**src/hw/ap_isa_pkg.sv**
```systemverilog
`default_nettype none

package ap_isa_pkg;

    // ~~~~~~~~~~~~~~~~~~~~~~~~~~~~~~~~~~~~~~~~~~~~~~~~~~~~~~~~~~
    // Instruction word fields.
    // ~~~~~~~~~~~~~~~~~~~~~~~~~~~~~~~~~~~~~~~~~~~~~~~~~~~~~~~~~~
    localparam int OPCODE_W   = 4;
    localparam int CAM_ADDR_W = 8;
    localparam int OPERAND2_W = 2;
    localparam int MEM_ADDR_W = 16;
    localparam int INS_W      = OPCODE_W + CAM_ADDR_W + OPERAND2_W + MEM_ADDR_W;
    localparam int INS_ADDR_W = 16;

    // Unlisted codes are legal and pass through untouched.
    typedef enum logic [OPCODE_W-1:0] {
        RESET    = 4'd1,
        RET      = 4'd2,    // Ends a run.
        LOADRBR  = 4'd4,
        LOADCBC  = 4'd5,
        STORERBR = 4'd6,
        STORECBC = 4'd7,
        COPY     = 4'd8,
        ADD      = 4'd9,
        SUB      = 4'd10,
        TSC      = 4'd11,
        ABS      = 4'd12
    } opcode_e;

    typedef logic [CAM_ADDR_W-1:0] cam_addr_t;     // CAM row.
    typedef logic [OPERAND2_W-1:0] operand2_t;
    typedef logic [MEM_ADDR_W-1:0] mem_addr_t;     // Data memory word.

    // Opcode sits in the top bits.
    typedef struct packed {
        opcode_e   op;
        cam_addr_t cam_addr;
        operand2_t operand2;
        mem_addr_t mem_addr;
    } ins_t;

    // Instruction memory is word addressed.
    typedef logic [INS_ADDR_W-1:0] ins_addr_t;

endpackage

`default_nettype wire

```
**src/hw/ap_mem_pkg.sv**
```systemverilog
`default_nettype none

package ap_mem_pkg;

    // Cache geometry.
    localparam int BLOCK_WORDS = 16;
    localparam int BLOCK_IDX_W = 4;
    localparam int TAG_W       = ap_isa_pkg::INS_ADDR_W - BLOCK_IDX_W;
    localparam int AXIL_ADDR_W = 32;
    localparam int AXIL_DATA_W = 32;

    typedef logic [BLOCK_IDX_W-1:0] block_idx_t;
    typedef logic [TAG_W-1:0]       block_tag_t;
    localparam block_idx_t LAST_IDX = block_idx_t'(BLOCK_WORDS - 1);

    // ~~~~~~~~~~~~~~~~~~~~~~~~~~~~~~~~~~~~~~~~~~~~~~~~~~~~~~~~~~
    // AXI4-Lite read channels.
    // ~~~~~~~~~~~~~~~~~~~~~~~~~~~~~~~~~~~~~~~~~~~~~~~~~~~~~~~~~~
    typedef logic [AXIL_ADDR_W-1:0] axil_addr_t;   // Byte address.
    typedef logic [AXIL_DATA_W-1:0] axil_data_t;
    typedef logic [1:0]             axil_resp_t;
    localparam axil_resp_t RESP_OKAY = 2'b00;

    typedef struct packed {
        logic       arvalid;
        axil_addr_t araddr;
    } axil_ar_t;

    typedef struct packed {
        logic       rvalid;
        axil_data_t rdata;
        axil_resp_t rresp;
    } axil_r_t;

    // Cache to refill engine and back.
    typedef struct packed {
        logic                  valid;
        ap_isa_pkg::ins_addr_t base;
    } refill_req_t;

    typedef struct packed {
        logic             valid;
        block_idx_t       idx;
        ap_isa_pkg::ins_t ins;
        logic             err;
    } refill_wr_t;

    typedef enum logic [1:0] {IDLE, LOOKUP, REFILL} cache_state_e;

endpackage

`default_nettype wire

```
**src/hw/ins_cache.sv**
```systemverilog
`default_nettype none

module ins_cache (
    input  wire                          clk,
    input  wire                          rst,
    input  wire                          fetch_valid,
    input  wire ap_isa_pkg::ins_addr_t   fetch_addr,
    output logic                         fetch_done,
    output ap_isa_pkg::ins_t             fetch_ins,
    output logic                         fetch_err,
    output ap_mem_pkg::refill_req_t      refill_req,
    input  wire ap_mem_pkg::refill_wr_t  refill_wr,
    input  wire                          refill_done,
    input  wire                          refill_err,
    output logic [9:0]                   refill_count
);

    ap_mem_pkg::cache_state_e state;
    ap_isa_pkg::ins_t         block_mem [ap_mem_pkg::BLOCK_WORDS];
    ap_mem_pkg::block_tag_t   tag;
    logic                     tag_valid;
    logic                     refill_failed;     // Last refill came back with an error.
    logic                     hit;
    ap_mem_pkg::block_tag_t   fetch_tag;
    ap_mem_pkg::block_idx_t   fetch_idx;

    // ~~~~~~~~~~~~~~~~~~~~~~~~~~~~~~~~~~~~~~~~~~~~~~~~~~~~~~~~~~
    // Lookup.
    // ~~~~~~~~~~~~~~~~~~~~~~~~~~~~~~~~~~~~~~~~~~~~~~~~~~~~~~~~~~
    assign fetch_tag = fetch_addr[ap_isa_pkg::INS_ADDR_W-1:ap_mem_pkg::BLOCK_IDX_W];
    assign fetch_idx = fetch_addr[ap_mem_pkg::BLOCK_IDX_W-1:0];
    assign hit       = tag_valid && (tag == fetch_tag);

    // Answer given in LOOKUP, one cycle after the request is taken.
    assign fetch_done = (state == ap_mem_pkg::LOOKUP) && (hit || refill_failed);
    assign fetch_err  = refill_failed;
    assign fetch_ins  = block_mem[fetch_idx];

    // One-cycle pulse, state leaves LOOKUP right after.
    assign refill_req.valid = (state == ap_mem_pkg::LOOKUP) && !hit && !refill_failed;
    assign refill_req.base  = {fetch_tag, {ap_mem_pkg::BLOCK_IDX_W{1'b0}}};

    always_ff @(posedge clk or negedge rst)
    begin
        if (!rst)
        begin
            state         <= ap_mem_pkg::IDLE;
            tag_valid     <= 1'b0;
            refill_failed <= 1'b0;
            refill_count  <= '0;
        end
        else
        begin
            case (state)
                ap_mem_pkg::IDLE:
                begin
                    if (fetch_valid)
                        state <= ap_mem_pkg::LOOKUP;
                end
                ap_mem_pkg::LOOKUP:
                begin
                    refill_failed <= 1'b0;
                    if (hit || refill_failed)
                        state <= ap_mem_pkg::IDLE;
                    else
                    begin
                        state     <= ap_mem_pkg::REFILL;
                        tag_valid <= 1'b0;      // Block is about to be overwritten.
                    end
                end
                ap_mem_pkg::REFILL:
                begin
                    if (refill_done)
                    begin
                        state         <= ap_mem_pkg::LOOKUP;   // Retry the waiting fetch.
                        refill_failed <= refill_err;
                        if (!refill_err)
                        begin
                            tag_valid    <= 1'b1;
                            refill_count <= refill_count + 10'd1;
                        end
                    end
                end
                default: state <= ap_mem_pkg::IDLE;
            endcase
        end
    end

    // Tag follows the block being loaded.
    always_ff @(posedge clk)
    begin
        if (refill_req.valid)
            tag <= fetch_tag;
    end

    // Storage array, poisoned words are dropped.
    always_ff @(posedge clk)
    begin
        if (refill_wr.valid && !refill_wr.err)
            block_mem[refill_wr.idx] <= refill_wr.ins;
    end

    a_wr_in_refill: assert property (@(posedge clk) disable iff (!rst)
        refill_wr.valid |-> state == ap_mem_pkg::REFILL);

endmodule

`default_nettype wire

```
**src/hw/ins_fetch_seq.sv**
```systemverilog
`default_nettype none

module ins_fetch_seq (
    input  wire                        clk,
    input  wire                        rst,
    input  wire                        start,
    input  wire ap_isa_pkg::ins_addr_t start_pc,
    output logic                       fetch_valid,
    output ap_isa_pkg::ins_addr_t      fetch_addr,
    input  wire                        fetch_done,
    input  wire ap_isa_pkg::ins_t      fetch_ins,
    input  wire                        fetch_err,
    output ap_isa_pkg::ins_t           ins_out,
    output logic                       ins_out_valid,
    input  wire                        ins_out_ready,
    output logic                       busy,
    output logic                       done,
    output logic                       fetch_error
);

    typedef enum logic [1:0] {IDLE, FETCH, EMIT, HALT} seq_state_e;

    seq_state_e            state;
    ap_isa_pkg::ins_addr_t pc;

    // Request held for the whole of FETCH, so fetch_addr stays put.
    assign fetch_valid   = (state == FETCH);
    assign fetch_addr    = pc;
    assign ins_out_valid = (state == EMIT);
    assign busy          = (state == FETCH) || (state == EMIT);
    assign fetch_error   = (state == HALT);     // Cleared by the next start.

    always_ff @(posedge clk or negedge rst)
    begin
        if (!rst)
        begin
            state <= IDLE;
            pc    <= '0;
            done  <= 1'b0;
        end
        else
        begin
            done <= 1'b0;
            case (state)
                IDLE, HALT:
                begin
                    if (start)
                    begin
                        pc    <= start_pc;
                        state <= FETCH;
                    end
                end
                FETCH:
                begin
                    if (fetch_done)
                        state <= fetch_err ? HALT : EMIT;
                end
                EMIT:
                begin
                    if (ins_out_ready)
                    begin
                        if (ins_out.op == ap_isa_pkg::RET)
                        begin
                            state <= IDLE;
                            done  <= 1'b1;
                        end
                        else
                        begin
                            pc    <= pc + 16'd1;
                            state <= FETCH;
                        end
                    end
                end
                default: state <= IDLE;
            endcase
        end
    end

    // Output register.
    always_ff @(posedge clk)
    begin
        if (state == FETCH && fetch_done)
            ins_out <= fetch_ins;
    end

    a_out_hold: assert property (@(posedge clk) disable iff (!rst)
        ins_out_valid && !ins_out_ready |=> ins_out_valid && $stable(ins_out));

endmodule

`default_nettype wire

```
**src/hw/ins_fetch_top.sv**
```systemverilog
`default_nettype none

module ins_fetch_top (
    input  wire                        clk,
    input  wire                        rst,
    input  wire                        start,
    input  wire ap_isa_pkg::ins_addr_t start_pc,
    output ap_isa_pkg::ins_t           ins_out,
    output logic                       ins_out_valid,
    input  wire                        ins_out_ready,
    output logic                       busy,
    output logic                       done,
    output logic                       fetch_error,
    output logic [9:0]                 refill_count,
    output ap_mem_pkg::axil_ar_t       ar,
    input  wire                        arready,
    input  wire ap_mem_pkg::axil_r_t   r,
    output logic                       rready
);

    // Sequencer to cache.
    logic                    fetch_valid;
    ap_isa_pkg::ins_addr_t   fetch_addr;
    logic                    fetch_done;
    ap_isa_pkg::ins_t        fetch_ins;
    logic                    fetch_err;

    // Cache to refill engine.
    ap_mem_pkg::refill_req_t refill_req;
    ap_mem_pkg::refill_wr_t  refill_wr;
    logic                    refill_done;
    logic                    refill_err;

    ins_fetch_seq u_seq (
        .clk, .rst, .start, .start_pc,
        .fetch_valid, .fetch_addr, .fetch_done, .fetch_ins, .fetch_err,
        .ins_out, .ins_out_valid, .ins_out_ready,
        .busy, .done, .fetch_error
    );

    ins_cache u_cache (
        .clk, .rst,
        .fetch_valid, .fetch_addr, .fetch_done, .fetch_ins, .fetch_err,
        .refill_req, .refill_wr, .refill_done, .refill_err,
        .refill_count
    );

    isa_axil_reader u_reader (
        .clk, .rst,
        .refill_req, .refill_wr, .refill_done, .refill_err,
        .ar, .arready, .r, .rready
    );

endmodule

`default_nettype wire

```
**src/hw/isa_axil_reader.sv**
```systemverilog
`default_nettype none

module isa_axil_reader (
    input  wire                          clk,
    input  wire                          rst,
    input  wire ap_mem_pkg::refill_req_t refill_req,
    output ap_mem_pkg::refill_wr_t       refill_wr,
    output logic                         refill_done,
    output logic                         refill_err,
    output ap_mem_pkg::axil_ar_t         ar,
    input  wire                          arready,
    input  wire ap_mem_pkg::axil_r_t     r,
    output logic                         rready
);

    typedef enum logic [1:0] {IDLE, ADDR, DATA} rd_state_e;

    rd_state_e              state;
    ap_mem_pkg::block_tag_t base_tag;
    ap_mem_pkg::block_idx_t word_idx;
    ap_isa_pkg::ins_addr_t  word_addr;
    logic                   word_err;
    logic                   err_acc;
    logic                   wr_valid;
    ap_mem_pkg::block_idx_t wr_idx;
    ap_isa_pkg::ins_t       wr_ins;
    logic                   wr_err;

    assign word_addr  = {base_tag, word_idx};
    assign ar.arvalid = (state == ADDR);
    assign ar.araddr  = {{(ap_mem_pkg::AXIL_ADDR_W - ap_isa_pkg::INS_ADDR_W - 2){1'b0}},
                         word_addr, 2'b00};    // Word to byte address.
    assign rready     = (state == DATA);
    assign word_err   = (r.rresp != ap_mem_pkg::RESP_OKAY);
    assign refill_wr  = '{valid: wr_valid, idx: wr_idx, ins: wr_ins, err: wr_err};
    assign refill_err = err_acc;

    always_ff @(posedge clk or negedge rst)
    begin
        if (!rst)
        begin
            state       <= IDLE;
            word_idx    <= '0;
            err_acc     <= 1'b0;
            wr_valid    <= 1'b0;
            refill_done <= 1'b0;
        end
        else
        begin
            wr_valid    <= 1'b0;
            refill_done <= wr_valid && (wr_idx == ap_mem_pkg::LAST_IDX);  // After word 15.
            case (state)
                IDLE:
                begin
                    if (refill_req.valid)
                    begin
                        word_idx <= '0;
                        err_acc  <= 1'b0;
                        state    <= ADDR;
                    end
                end
                ADDR:
                begin
                    if (arready)
                        state <= DATA;
                end
                DATA:
                begin
                    if (r.rvalid)
                    begin
                        wr_valid <= 1'b1;
                        err_acc  <= err_acc | word_err;
                        word_idx <= word_idx + 4'd1;
                        state    <= (word_idx == ap_mem_pkg::LAST_IDX) ? IDLE : ADDR;
                    end
                end
                default: state <= IDLE;
            endcase
        end
    end

    always_ff @(posedge clk)
    begin
        if (state == IDLE && refill_req.valid)
            base_tag <= refill_req.base[ap_isa_pkg::INS_ADDR_W-1:ap_mem_pkg::BLOCK_IDX_W];
        if (state == DATA && r.rvalid)
        begin
            wr_idx <= word_idx;
            wr_ins <= ap_isa_pkg::ins_t'(r.rdata[ap_isa_pkg::INS_W-1:0]);
            wr_err <= word_err;
        end
    end

    a_ar_hold: assert property (@(posedge clk) disable iff (!rst)
        ar.arvalid && !arready |=> ar.arvalid && $stable(ar.araddr));

endmodule

`default_nettype wire

```
**config.mk**
```make
export PLATFORM = sky130hd
export DESIGN_NAME = ins_fetch_top
export DESIGN_NICKNAME = d
export VERILOG_FILES = /design/src/hw/ap_isa_pkg.sv /design/src/hw/ap_mem_pkg.sv /design/src/hw/ins_cache.sv /design/src/hw/ins_fetch_seq.sv /design/src/hw/ins_fetch_top.sv /design/src/hw/isa_axil_reader.sv
export SDC_FILE = /design/constraint.sdc
export NUM_CORES = 1
export LEC_CHECK = 0
export BUFFER_PORTS_ARGS = -buffer_cell sky130_fd_sc_hd__buf_2
export CORE_MARGIN = 2
export CORE_UTILIZATION = 30
export CTS_CLUSTER_SIZE = 28
export DETAILED_ROUTE_END_ITERATION = 6
export GPL_TIMING_DRIVEN = 0
export SKIP_CTS_REPAIR_TIMING = 1
export SLEW_MARGIN = 20
export SYNTH_ARGS = -nofsm -noshare
export SYNTH_HDL_FRONTEND = slang
export SYNTH_SLANG_ARGS = --single-unit
```
**constraint.sdc**
```tcl
create_clock -name clk -period 3.75 [get_ports clk]
set_clock_uncertainty 0.15 [all_clocks]
set_input_delay 0.375 -clock clk [delete_from_list [all_inputs] [get_ports clk]]
set_output_delay 0.375 -clock clk [all_outputs]
set_load 0.01 [all_outputs]
```
==> results.md, run 1 <==
Yosys:
- The biggest area contributor in the post-synthesis netlist is sky130_fd_sc_hd__edfxtp_1.
- The area of the mapped netlist is 0.0233 mm2.
- The commonest register cell after synthesis is sky130_fd_sc_hd__edfxtp_1.
- The number of flops mapped to enable cells by yosys is 569.
- The number of synthesis warnings is 0.
- The share of synthesized area in the top cell type comes to 0.734.
- The async set or reset register ratio after synthesis is 0.0687.
- Ranked by total cell area, the synthesized netlist is headed by sky130_fd_sc_hd__edfxtp_1, sky130_fd_sc_hd__mux4_2, sky130_fd_sc_hd__dfrtp_1.
- The sequential-to-total area share from yosys stat is 0.779.
- Synthesis instantiated 53 different standard cells from the library.
- Counting every instance in the synthesized netlist gives 1,045.
- The flip-flop and latch count after synthesis is 611.
- Averaged over all synthesized cells, the footprint is 22.3 um2.

Clock tree:
- The number of clock buffers added by TritonCTS is 66.
- TritonCTS built the clock tree.
- After clock tree synthesis, the clock-pin slew on the worst setup and hold paths is 0.06 ns.
- The TritonCTS sink count is 611.
- The root buffer cell is sky130_fd_sc_hd__clkbuf_16.
- The count of H-tree levels built during CTS is 3.
- The buffer levels on the longest clock path is 3.
- The clock latency on the worst-skew pair is 0.60 ns.

STA:
- Setup repair after global routing left no endpoint under its margin.
- In the finished design, the share of the clock period the worst path needs comes to 0.819.
- The count of final hold-check violations was 1.
- The number of slew-limit violations in the final report is 0.
- The headroom to the max-slew limit is 0.317.
- Derived from the worst setup path, the maximum achievable clock frequency is 0.326 GHz.
- The slew at the pin with the worst max-slew slack is 1.02 ns.
- The time the final worst path needs with I/O delays and setup is 3.07 ns.
- The number of setup violations in the final report is 0.
- Final hold analysis gives a worst-case slack of -0.0348 ns.

Die:
- Measured along the y axis, the die boundary spans 283 um.
- The initial core utilization is 0.302.
- The floorplan has 102 rows.
- The floorplan step set the die width to 283 um.
- After floorplanning, the core was sized to cover 0.0772 mm2.
- The die covers 0.0799 mm2.
- In this run the count of I/O pins placed on the die edge is 134.

Setup path:
- The worst register-to-register path ends at u_seq.ins_out[24].
- The worst setup path is of the flip-flop to flip-flop kind.
- The arrival time of data at the critical path endpoint is 3.23 ns.
- STA classifies the critical path startpoint as a flip-flop.
- The worst reg2reg path depth is 5.
- Counting both buffers and inverters, the worst setup path holds a total of 3.
- Walking the worst path, the cells encountered are clkbuf_1 > buf_2 > clkbuf_1 > mux4_2 > mux4_2.
- The start of the worst register-to-register path is u_seq.fetch_addr[1].
- The slowest stage of the critical path is the sky130_fd_sc_hd__clkbuf_1 cell.
- The capturing element type of the critical path is a flip-flop.
- Across all register-to-register paths, the minimum setup slack is 0.68 ns.
- The timing startpoint of the critical path is u_seq.fetch_addr[1].
- The critical path runs through a total of 5 cells.
- The peak per-stage delay on the critical path is 0.78 ns.
- The largest fanout on the critical path is 10.
- The timing endpoint of the critical path is u_seq.ins_out[24].
- On the critical path the largest part of the delay comes from buffers and inverters.
- Data on the critical path is required at its endpoint by 3.91 ns.

Drt:
- In the routed design, unresolved DRC markers number 0.
- Once detail routing completed, the nets flagged for antenna violations numbered 0.
- For this block, the initial DRC count from the detailed router was 896.
- The final route contains 11,300 vias.
- In the final routed layout, each cell accounts on average for 21.8 um.
- Dividing the detail-routed via count by the number of cells gives 4.68.
- Summed over all layers, the routed wires come to 52.7 mm.
- The first TritonRoute pass finished after 5 iterations.

Power and ir drop:
- The ratio of total power to cell area is 650 mW/mm2.
- The share of total power dissipated in sequential elements is 0.447.
- Summed over all cells, the static leakage comes to 9.36 nW.
- The worst-case vdd ir drop is 0.354 mV.
- The share of total power dissipated in the clock network is 0.326.
- The combinational fraction of design power is 0.227.
- The share of total power consumed by net switching is 0.271.
- The cell-internal power is 0.0135 W.
- The net switching component of the power is 0.00502 W.

Place:
- The congestion estimate from routability-driven global placement came to 0.787.
- After legalization and detailed placement, the total HPWL measured 34.3 mm.
- Buffers placed on the I/O ports in this run total 115.
- The placed instance count is 2,253.

GRT:
- The initial antenna violation count is 1.
- After global routing the overflow that remains totals 0.
- Entering global routing, the biggest net connects 43 pins.
- The number of global-route vias before repair is 11,500.
- The wire length of the first global-routing pass is 76.4 mm.
- For this run, the total global-route usage over all layers was measured as 0.132.

Run:
- Max-cap violations in this run came to 0.

Cells and area:
- Leaving out fill and tap cells, the most frequent cells in the layout are sky130_fd_sc_hd__edfxtp_1, sky130_fd_sc_hd__mux4_2, sky130_fd_sc_hd__buf_2, sky130_fd_sc_hd__clkbuf_16, sky130_fd_sc_hd__dlygate4sd3_1.
- Leaving out fill and tap cells, the most frequent cell in the layout is sky130_fd_sc_hd__edfxtp_1.
- The final layout contains 1,395 nets.
- The layout cell share with drive strength beyond 1 is 0.328.
- The total of fill cells in the finished design is 7,064.
- The final non-filler cell total is 2,417.
- From synthesis to final layout, the design area changed by 22.4%.

Outcome:
- The final reports fail on negative hold slack.
- The run finished, with violations left.

Hold path:
- The tightest min-delay check is of the input pin to flip-flop type.
-- final cells by class --
| class | instances | area (um2) | area share |
|---|---|---|---|
| inverter | 11 | 43.8 | 0.00154 |
| tap | 1040 | 1300 | 0.0457 |
| clock inverter | 26 | 189 | 0.00663 |
| antenna | 1 | 2.50 | 0.0000878 |
| buffer | 60 | 388 | 0.0136 |
| sequential | 611 | 18100 | 0.636 |
| multi-input combinational | 378 | 4910 | 0.172 |
| clock buffer | 85 | 1810 | 0.0634 |
| timing repair buffer | 205 | 1730 | 0.0605 |
-- tightest hold or removal path: cells and delay by family --
family | cells | cell delay, ns
AOI/OAI and AO/OA | 2 | 0.20
buffers and inverters | 1 | 0.09
-- worst min-delay path by stage --
stage,startpoint,end,slack (ns),depth (start not counted)
finish,start_pc[10],u_seq.fetch_addr[10],-0.03,3
CTS,r[17],u_reader.refill_wr[16],-0.25,1
global placement,u_cache.refill_count[9],u_cache.refill_count[9],0.31,1
global route,start_pc[10],u_seq.fetch_addr[10],0.003,3
detailed placement,u_cache.refill_count[9],u_cache.refill_count[9],0.32,1
floorplan,rst,u_cache.fetch_err,-0.07,0
-- cells by family after synthesis --
| family | synth area share |
|---|---|
| and+or+nand+nor | 0.0256 |
| AOI/OAI and AO/OA | 0.0171 |
| adders and majority gates | 0.00322 |
| DFF | 0.779 |
| buffers and inverters | 0.0183 |
| xor gates and xnor gates | 0.00790 |
| muxes | 0.149 |
| other | 0.000161 |
-- power groups by stage --
stage | combinational [W] | sequential (W) | clock, W
after floorplan | 0.00300 | 0.00831 | 0
after global placement | 0.00416 | 0.00839 | 0
after detailed placement | 0.00423 | 0.00842 | 0
after CTS | 0.00426 | 0.00828 | 0.00621
after global routing | 0.00454 | 0.00833 | 0.00647
final | 0.00420 | 0.00828 | 0.00605
-- per-layer routing --
metal	track usage	share of wire
met1	0.174	0.43
met2	0.221	0.49
met3	0.0291	0.054
met4	0.0369	0.020
met5	0	0.00021
-- cell usage after synthesis (7+ instances only) --
library cell and number:
sky130_fd_sc_hd__clkbuf_1 14, sky130_fd_sc_hd__nand2b_1 8, sky130_fd_sc_hd__o21ai_0 14, sky130_fd_sc_hd__and3_1 8
sky130_fd_sc_hd__nand2_1 24, sky130_fd_sc_hd__xnor2_1 19, sky130_fd_sc_hd__a21oi_1 15, sky130_fd_sc_hd__buf_4 16
sky130_fd_sc_hd__buf_2 10, sky130_fd_sc_hd__edfxtp_1 569, sky130_fd_sc_hd__nand3_1 13, sky130_fd_sc_hd__buf_1 10
sky130_fd_sc_hd__mux4_2 148, sky130_fd_sc_hd__o22ai_1 13, sky130_fd_sc_hd__nor2_1 29, sky130_fd_sc_hd__dfrtp_1 42
sky130_fd_sc_hd__buf_6 8, sky130_fd_sc_hd__inv_1 10, sky130_fd_sc_hd__mux2i_1 7
-- stage by stage --
stage               area, um2  total power, W  TNS [ns]  setup WS (ns)  utilization
finish                  28500          0.0185         0          0.678        0.369
floorplan               23300          0.0113         0          0.189            -
CTS                     28000          0.0187         0          0.655        0.362
global placement        25200          0.0126   -485.49          -2.28        0.327
detailed placement      26000          0.0126         0          0.671        0.337
global route            28500          0.0193         0          0.488        0.369
-- sequential cells by signal (all words and copies together) (netlist names), 2 cells and up --
register	count
u_cache.block_mem	480
u_reader.word_idx	4
u_reader.state	2
u_seq.ins_out	30
u_reader.wr_idx	4
u_cache.tag	12
u_reader.refill_wr	30
u_reader.base_tag	12
u_cache.state	2
u_seq.fetch_addr	16
u_seq.state	2
u_cache.refill_count	10
No activity file was read; power rests on OpenSTA's default activity.
==> run 2, diff against run 1 <==
ABC_AREA = 1   (was default)
clock period = 2.8 ns   (was 3.75 ns; I/O delays follow)
==> results.md, run 2 <==
Clock tree:
- The register clock-pin slew on the reported worst setup and hold paths is 0.06 ns (about the same).
- The TritonCTS sink count came to 611 (unchanged).
- The root buffer cell is sky130_fd_sc_hd__clkbuf_16 (unchanged).
- The TritonCTS clock tree is yes (unchanged).
- The buffer levels on the longest clock path was 3 (unchanged).
- The count of H-tree levels built during CTS was 2 (was 3).
- The number of clock buffers inserted by TritonCTS is 61 (was 66).
- The clock latency on the worst-skew pair is 0.65 ns (was 0.60 ns).

Yosys:
- The number of unique standard cell types used by synthesis came to 41 (was 53).
- The flip-flop and latch count after synthesis is 611 (unchanged).
- The number of synthesis warnings was 0 (unchanged).
- The mean cell area of the mapped netlist is 13.8 um2 (was 22.3 um2).
- The number of flops mapped to enable cells by yosys came to 569 (unchanged).
- The sequential-to-total area share from yosys stat is 0.753 (was 0.779).
- Synth top cells by count: sky130_fd_sc_hd__edfxtp_1, sky130_fd_sc_hd__nor2_1, sky130_fd_sc_hd__nand2_1 (was sky130_fd_sc_hd__edfxtp_1, sky130_fd_sc_hd__mux4_2, sky130_fd_sc_hd__dfrtp_1).
- Leading post-synthesis cells by cell area: sky130_fd_sc_hd__edfxtp_1, sky130_fd_sc_hd__nor2_1, sky130_fd_sc_hd__dfrtp_1 (was sky130_fd_sc_hd__edfxtp_1, sky130_fd_sc_hd__mux4_2, sky130_fd_sc_hd__dfrtp_1).
- The commonest register cell after synthesis is sky130_fd_sc_hd__edfxtp_1 (unchanged).
- The number of instances in the synthesized netlist came to 1,745 (was 1,045).
- The area share of the leading cell type in the synthesized netlist was 0.709 (was 0.734).
- The cell type with the largest total area after synthesis is sky130_fd_sc_hd__edfxtp_1 (unchanged).
- The most common cell in the netlist was sky130_fd_sc_hd__edfxtp_1 (unchanged).
- The area of the mapped netlist is 0.0241 mm2 (was 0.0233 mm2).
- The async set or reset register ratio after synthesis is 0.0687 (unchanged).

Power and ir drop:
- The combinational fraction of design power is 0.282 (was 0.227).
- The part of the total power dissipated in sequential elements is 0.409 (was 0.447).
- The share of total power consumed by net switching is 0.342 (was 0.271).
- The worst-case vdd ir drop was 0.573 mV (was 0.354 mV).
- The standby leakage power is 10.1 nW (was 9.36 nW).
- The final total power was 0.0274 W (was 0.0185 W).
- The net switching component of the power came to 0.00938 W (was 0.00502 W).
- The relative contribution of the clock network to total power is 0.309 (was 0.326).
- The ratio of total power to cell area was 935 mW/mm2 (was 650 mW/mm2).
- The cell-internal power came to 0.0180 W (was 0.0135 W).

Setup path:
- The startpoint type of the worst setup path is a flip-flop (unchanged).
- The capturing element type of the critical path was a flip-flop (unchanged).
- The required time at the worst-slack endpoint was 2.99 ns (was 3.91 ns).
- The arrival time of data at the critical path endpoint came to 2.72 ns (was 3.23 ns).
- The largest fanout on the critical path is 10 (unchanged).
- The type of the worst setup path is flip-flop to flip-flop (unchanged).

GRT:
- The initial antenna violation count was 0 (was 1).
- The total congestion overflow after global routing was 0 (unchanged).
- The number of global-route vias before repair is 15,100 (was 11,500).
- The pin count of the biggest net entering global routing is 43 (unchanged).
- The wire length of the first global-routing pass is 95.8 mm (was 76.4 mm).
- The combined global-route utilization of all metal layers was 0.154 (was 0.132).

Die:
- The total die area came to 0.0826 mm2 (was 0.0799 mm2).
- The core footprint is 0.0793 mm2 (was 0.0772 mm2).
- The initial core utilization is 0.304 (was 0.302).
- The I/O pin total is 134 (unchanged).
- The die outline width is 287 um (was 283 um).
- The number of rows in the core area came to 103 (was 102).
- The die span in y is 287 um (was 283 um).

Drt:
- The post-detailed-route wirelength per cell came to 20.9 um (was 21.8 um).
- The number of design rule violations left after detail routing is 0 (unchanged).
- The number of nets still failing antenna checks after routing came to 0 (unchanged).
- The routed via count is 15,400 (was 11,300).
- The length of the first detailed-routing pass in iterations came to 6 (was 5).
- The initial DRC count was 1,387 (was 896).
- The aggregate routed wire length came to 65.1 mm (was 52.7 mm).
- The number of vias per cell after detailed routing is 4.93 (was 4.68).

STA:
- The share of the clock period used by the worst path is 0.904 (was 0.819).
- The time the final worst path needs with I/O delays and setup is 2.53 ns (was 3.07 ns).
- RSZ-0062 raised after global routing: false (unchanged).
- The slew at the pin with the worst max-slew slack is 0.903 ns (was 1.02 ns).
- The headroom to the max-slew limit came to 0.398 (was 0.317).
- The fmax is 0.395 GHz (was 0.326 GHz).
- The count of final hold-check violations is 0 (was 1).
- The number of setup violations in the final report is 0 (unchanged).
- The number of slew-limit violations in the final report was 0 (unchanged).

Place:
- The number of input and output port buffers inserted is 115 (unchanged).
- The instance area at placement is 0.0266 mm2 (was 0.0260 mm2).
- The estimated wirelength of the detail-placed design is 43.7 mm (was 34.3 mm).
- The weighted congestion reported at the end of routability-driven placement is 0.823 (was 0.787).

Cells and area:
- The register ranked first by flip-flop count is u_cache.block_mem (unchanged).
- Highest-count cells in the layout ignoring fill and taps: sky130_fd_sc_hd__edfxtp_1, sky130_fd_sc_hd__nor2_1, sky130_fd_sc_hd__nand2_1, sky130_fd_sc_hd__o21ai_0, sky130_fd_sc_hd__buf_2 (was sky130_fd_sc_hd__edfxtp_1, sky130_fd_sc_hd__mux4_2, sky130_fd_sc_hd__buf_2, sky130_fd_sc_hd__clkbuf_16, sky130_fd_sc_hd__dlygate4sd3_1).
- The combined flip-flop and latch cell area was 0.0181 mm2 (unchanged).
- The total of fill cells in the finished design is 7,463 (was 7,064).
- The final design instance area without fill is 0.0293 mm2 (was 0.0285 mm2).
- The leading cell type in the layout, fill and taps excluded is sky130_fd_sc_hd__edfxtp_1 (unchanged).
- The flip-flop count of the largest register, all copies and words added is 480 (unchanged).
- The area growth from synthesis to layout is 21.5% (was 22.4%).
- The post-layout net count is 2,076 (was 1,395).
- The layout cell share with drive strength beyond 1 is 0.159 (was 0.328).
- The multi-input logic area is 0.00527 mm2 (was 0.00491 mm2).

Run:
- The count of maximum capacitance violations is 0 (unchanged).

Outcome:
- Result of the run: finished clean (was finished, violations left).

Hold path:
- The classification of the worst-slack hold path is input pin to asynchronous set/reset pin (was input pin to flip-flop).
==> run 2: cell type report <==
class,count,area share
diodes,1,0.0000855
flip-flops and latches,611,0.620
inverters,62,0.00804
well taps,1050,0.0449
clock inverters,41,0.0165
clock buffers,74,0.0545
repair buffers,191,0.0539
plain buffers,112,0.0225
multi-input cells,975,0.180
==> run 2: worst paths after layout <==
path | start | endpoint | slack (ns) | cells after the start
worst min register to register | u_reader.refill_done | u_cache.state[1] | 0.31 | 1
min in group clk | r[5] | u_reader.refill_wr[4] | 0.19 | 2
max in group asynchronous | rst | u_seq.fetch_addr[3] | 2.06 | 2
worst max register to register | u_seq.fetch_addr[0] | u_seq.ins_out[9] | 0.27 | 9
worst max-delay path | u_seq.fetch_addr[0] | u_seq.ins_out[9] | 0.27 | 9
worst min-delay path | rst | u_cache.refill_count[0] | 0.02 | 2
==> run 2: per-layer routing <==
metal,vias to the layer above,global-route usage,wire length (um)
met2,631,0.265,32500
met5,-,0,0
li1,6952,-,-
met1,7676,0.198,26500
met4,0,0.0473,1570
met3,104,0.0257,4550
==> run 2: stage by stage <==
| stage | setup TNS, ns | worst slack, ns | hold slack (ns) | instances | util |
|---|---|---|---|---|---|
| final | 0 | 0.269 | 0.0217 | 3117 | 0.369 |
| after global routing | 0 | 0.0221 | 0.0609 | 3116 | 0.369 |
| after CTS | 0 | 0.234 | -0.395 | 3062 | 0.362 |
| after detailed placement | 0 | 0.272 | 0.308 | 2947 | 0.336 |
| after global placement | -546.76 | -1.26 | 0.297 | 2925 | 0.329 |
| after floorplan | 0 | 0.209 | -0.166 | 1760 | - |
==> run 2: power groups by stage <==
| stage | sequential, W | combinational [W] | clock [W] |
|---|---|---|---|
| 2_1_floorplan | 0.0112 | 0.00472 | 0 |
| 3_3_place_gp | 0.0114 | 0.00743 | 0 |
| 3_5_place_dp | 0.0114 | 0.00763 | 0 |
| 4_1_cts | 0.0112 | 0.00766 | 0.00860 |
| 5_1_grt | 0.0113 | 0.00835 | 0.00894 |
| 6_report | 0.0112 | 0.00772 | 0.00847 |
==> run 2: logic make-up (layout without fill, tap and decap cells) <==
kind of cell	count (synthesis)	in the layout	share of synthesized area
other	1	17	0.000156
adder cells (fa/ha/maj)	6	6	0.00312
multiplexers	49	49	0.0204
XOR/XNOR	17	17	0.00618
buffers and inverters	174	480	0.0371
flip-flops	611	611	0.753
AND/OR/NAND/NOR	579	579	0.0970
AO/OA/AOI/OAI	308	308	0.0833
==> run 2: critical path, stage by stage, from the launching register on <==
cell and delay (ns):
sky130_fd_sc_hd__dfrtp_1 0.38, sky130_fd_sc_hd__buf_6 0.20, sky130_fd_sc_hd__buf_6 0.20, sky130_fd_sc_hd__inv_4 0.06
sky130_fd_sc_hd__buf_6 0.16, sky130_fd_sc_hd__buf_2 0.25, sky130_fd_sc_hd__o21ai_1 0.19, sky130_fd_sc_hd__o211ai_1 0.13
sky130_fd_sc_hd__o211ai_1 0.22, sky130_fd_sc_hd__nand3_1 0.26
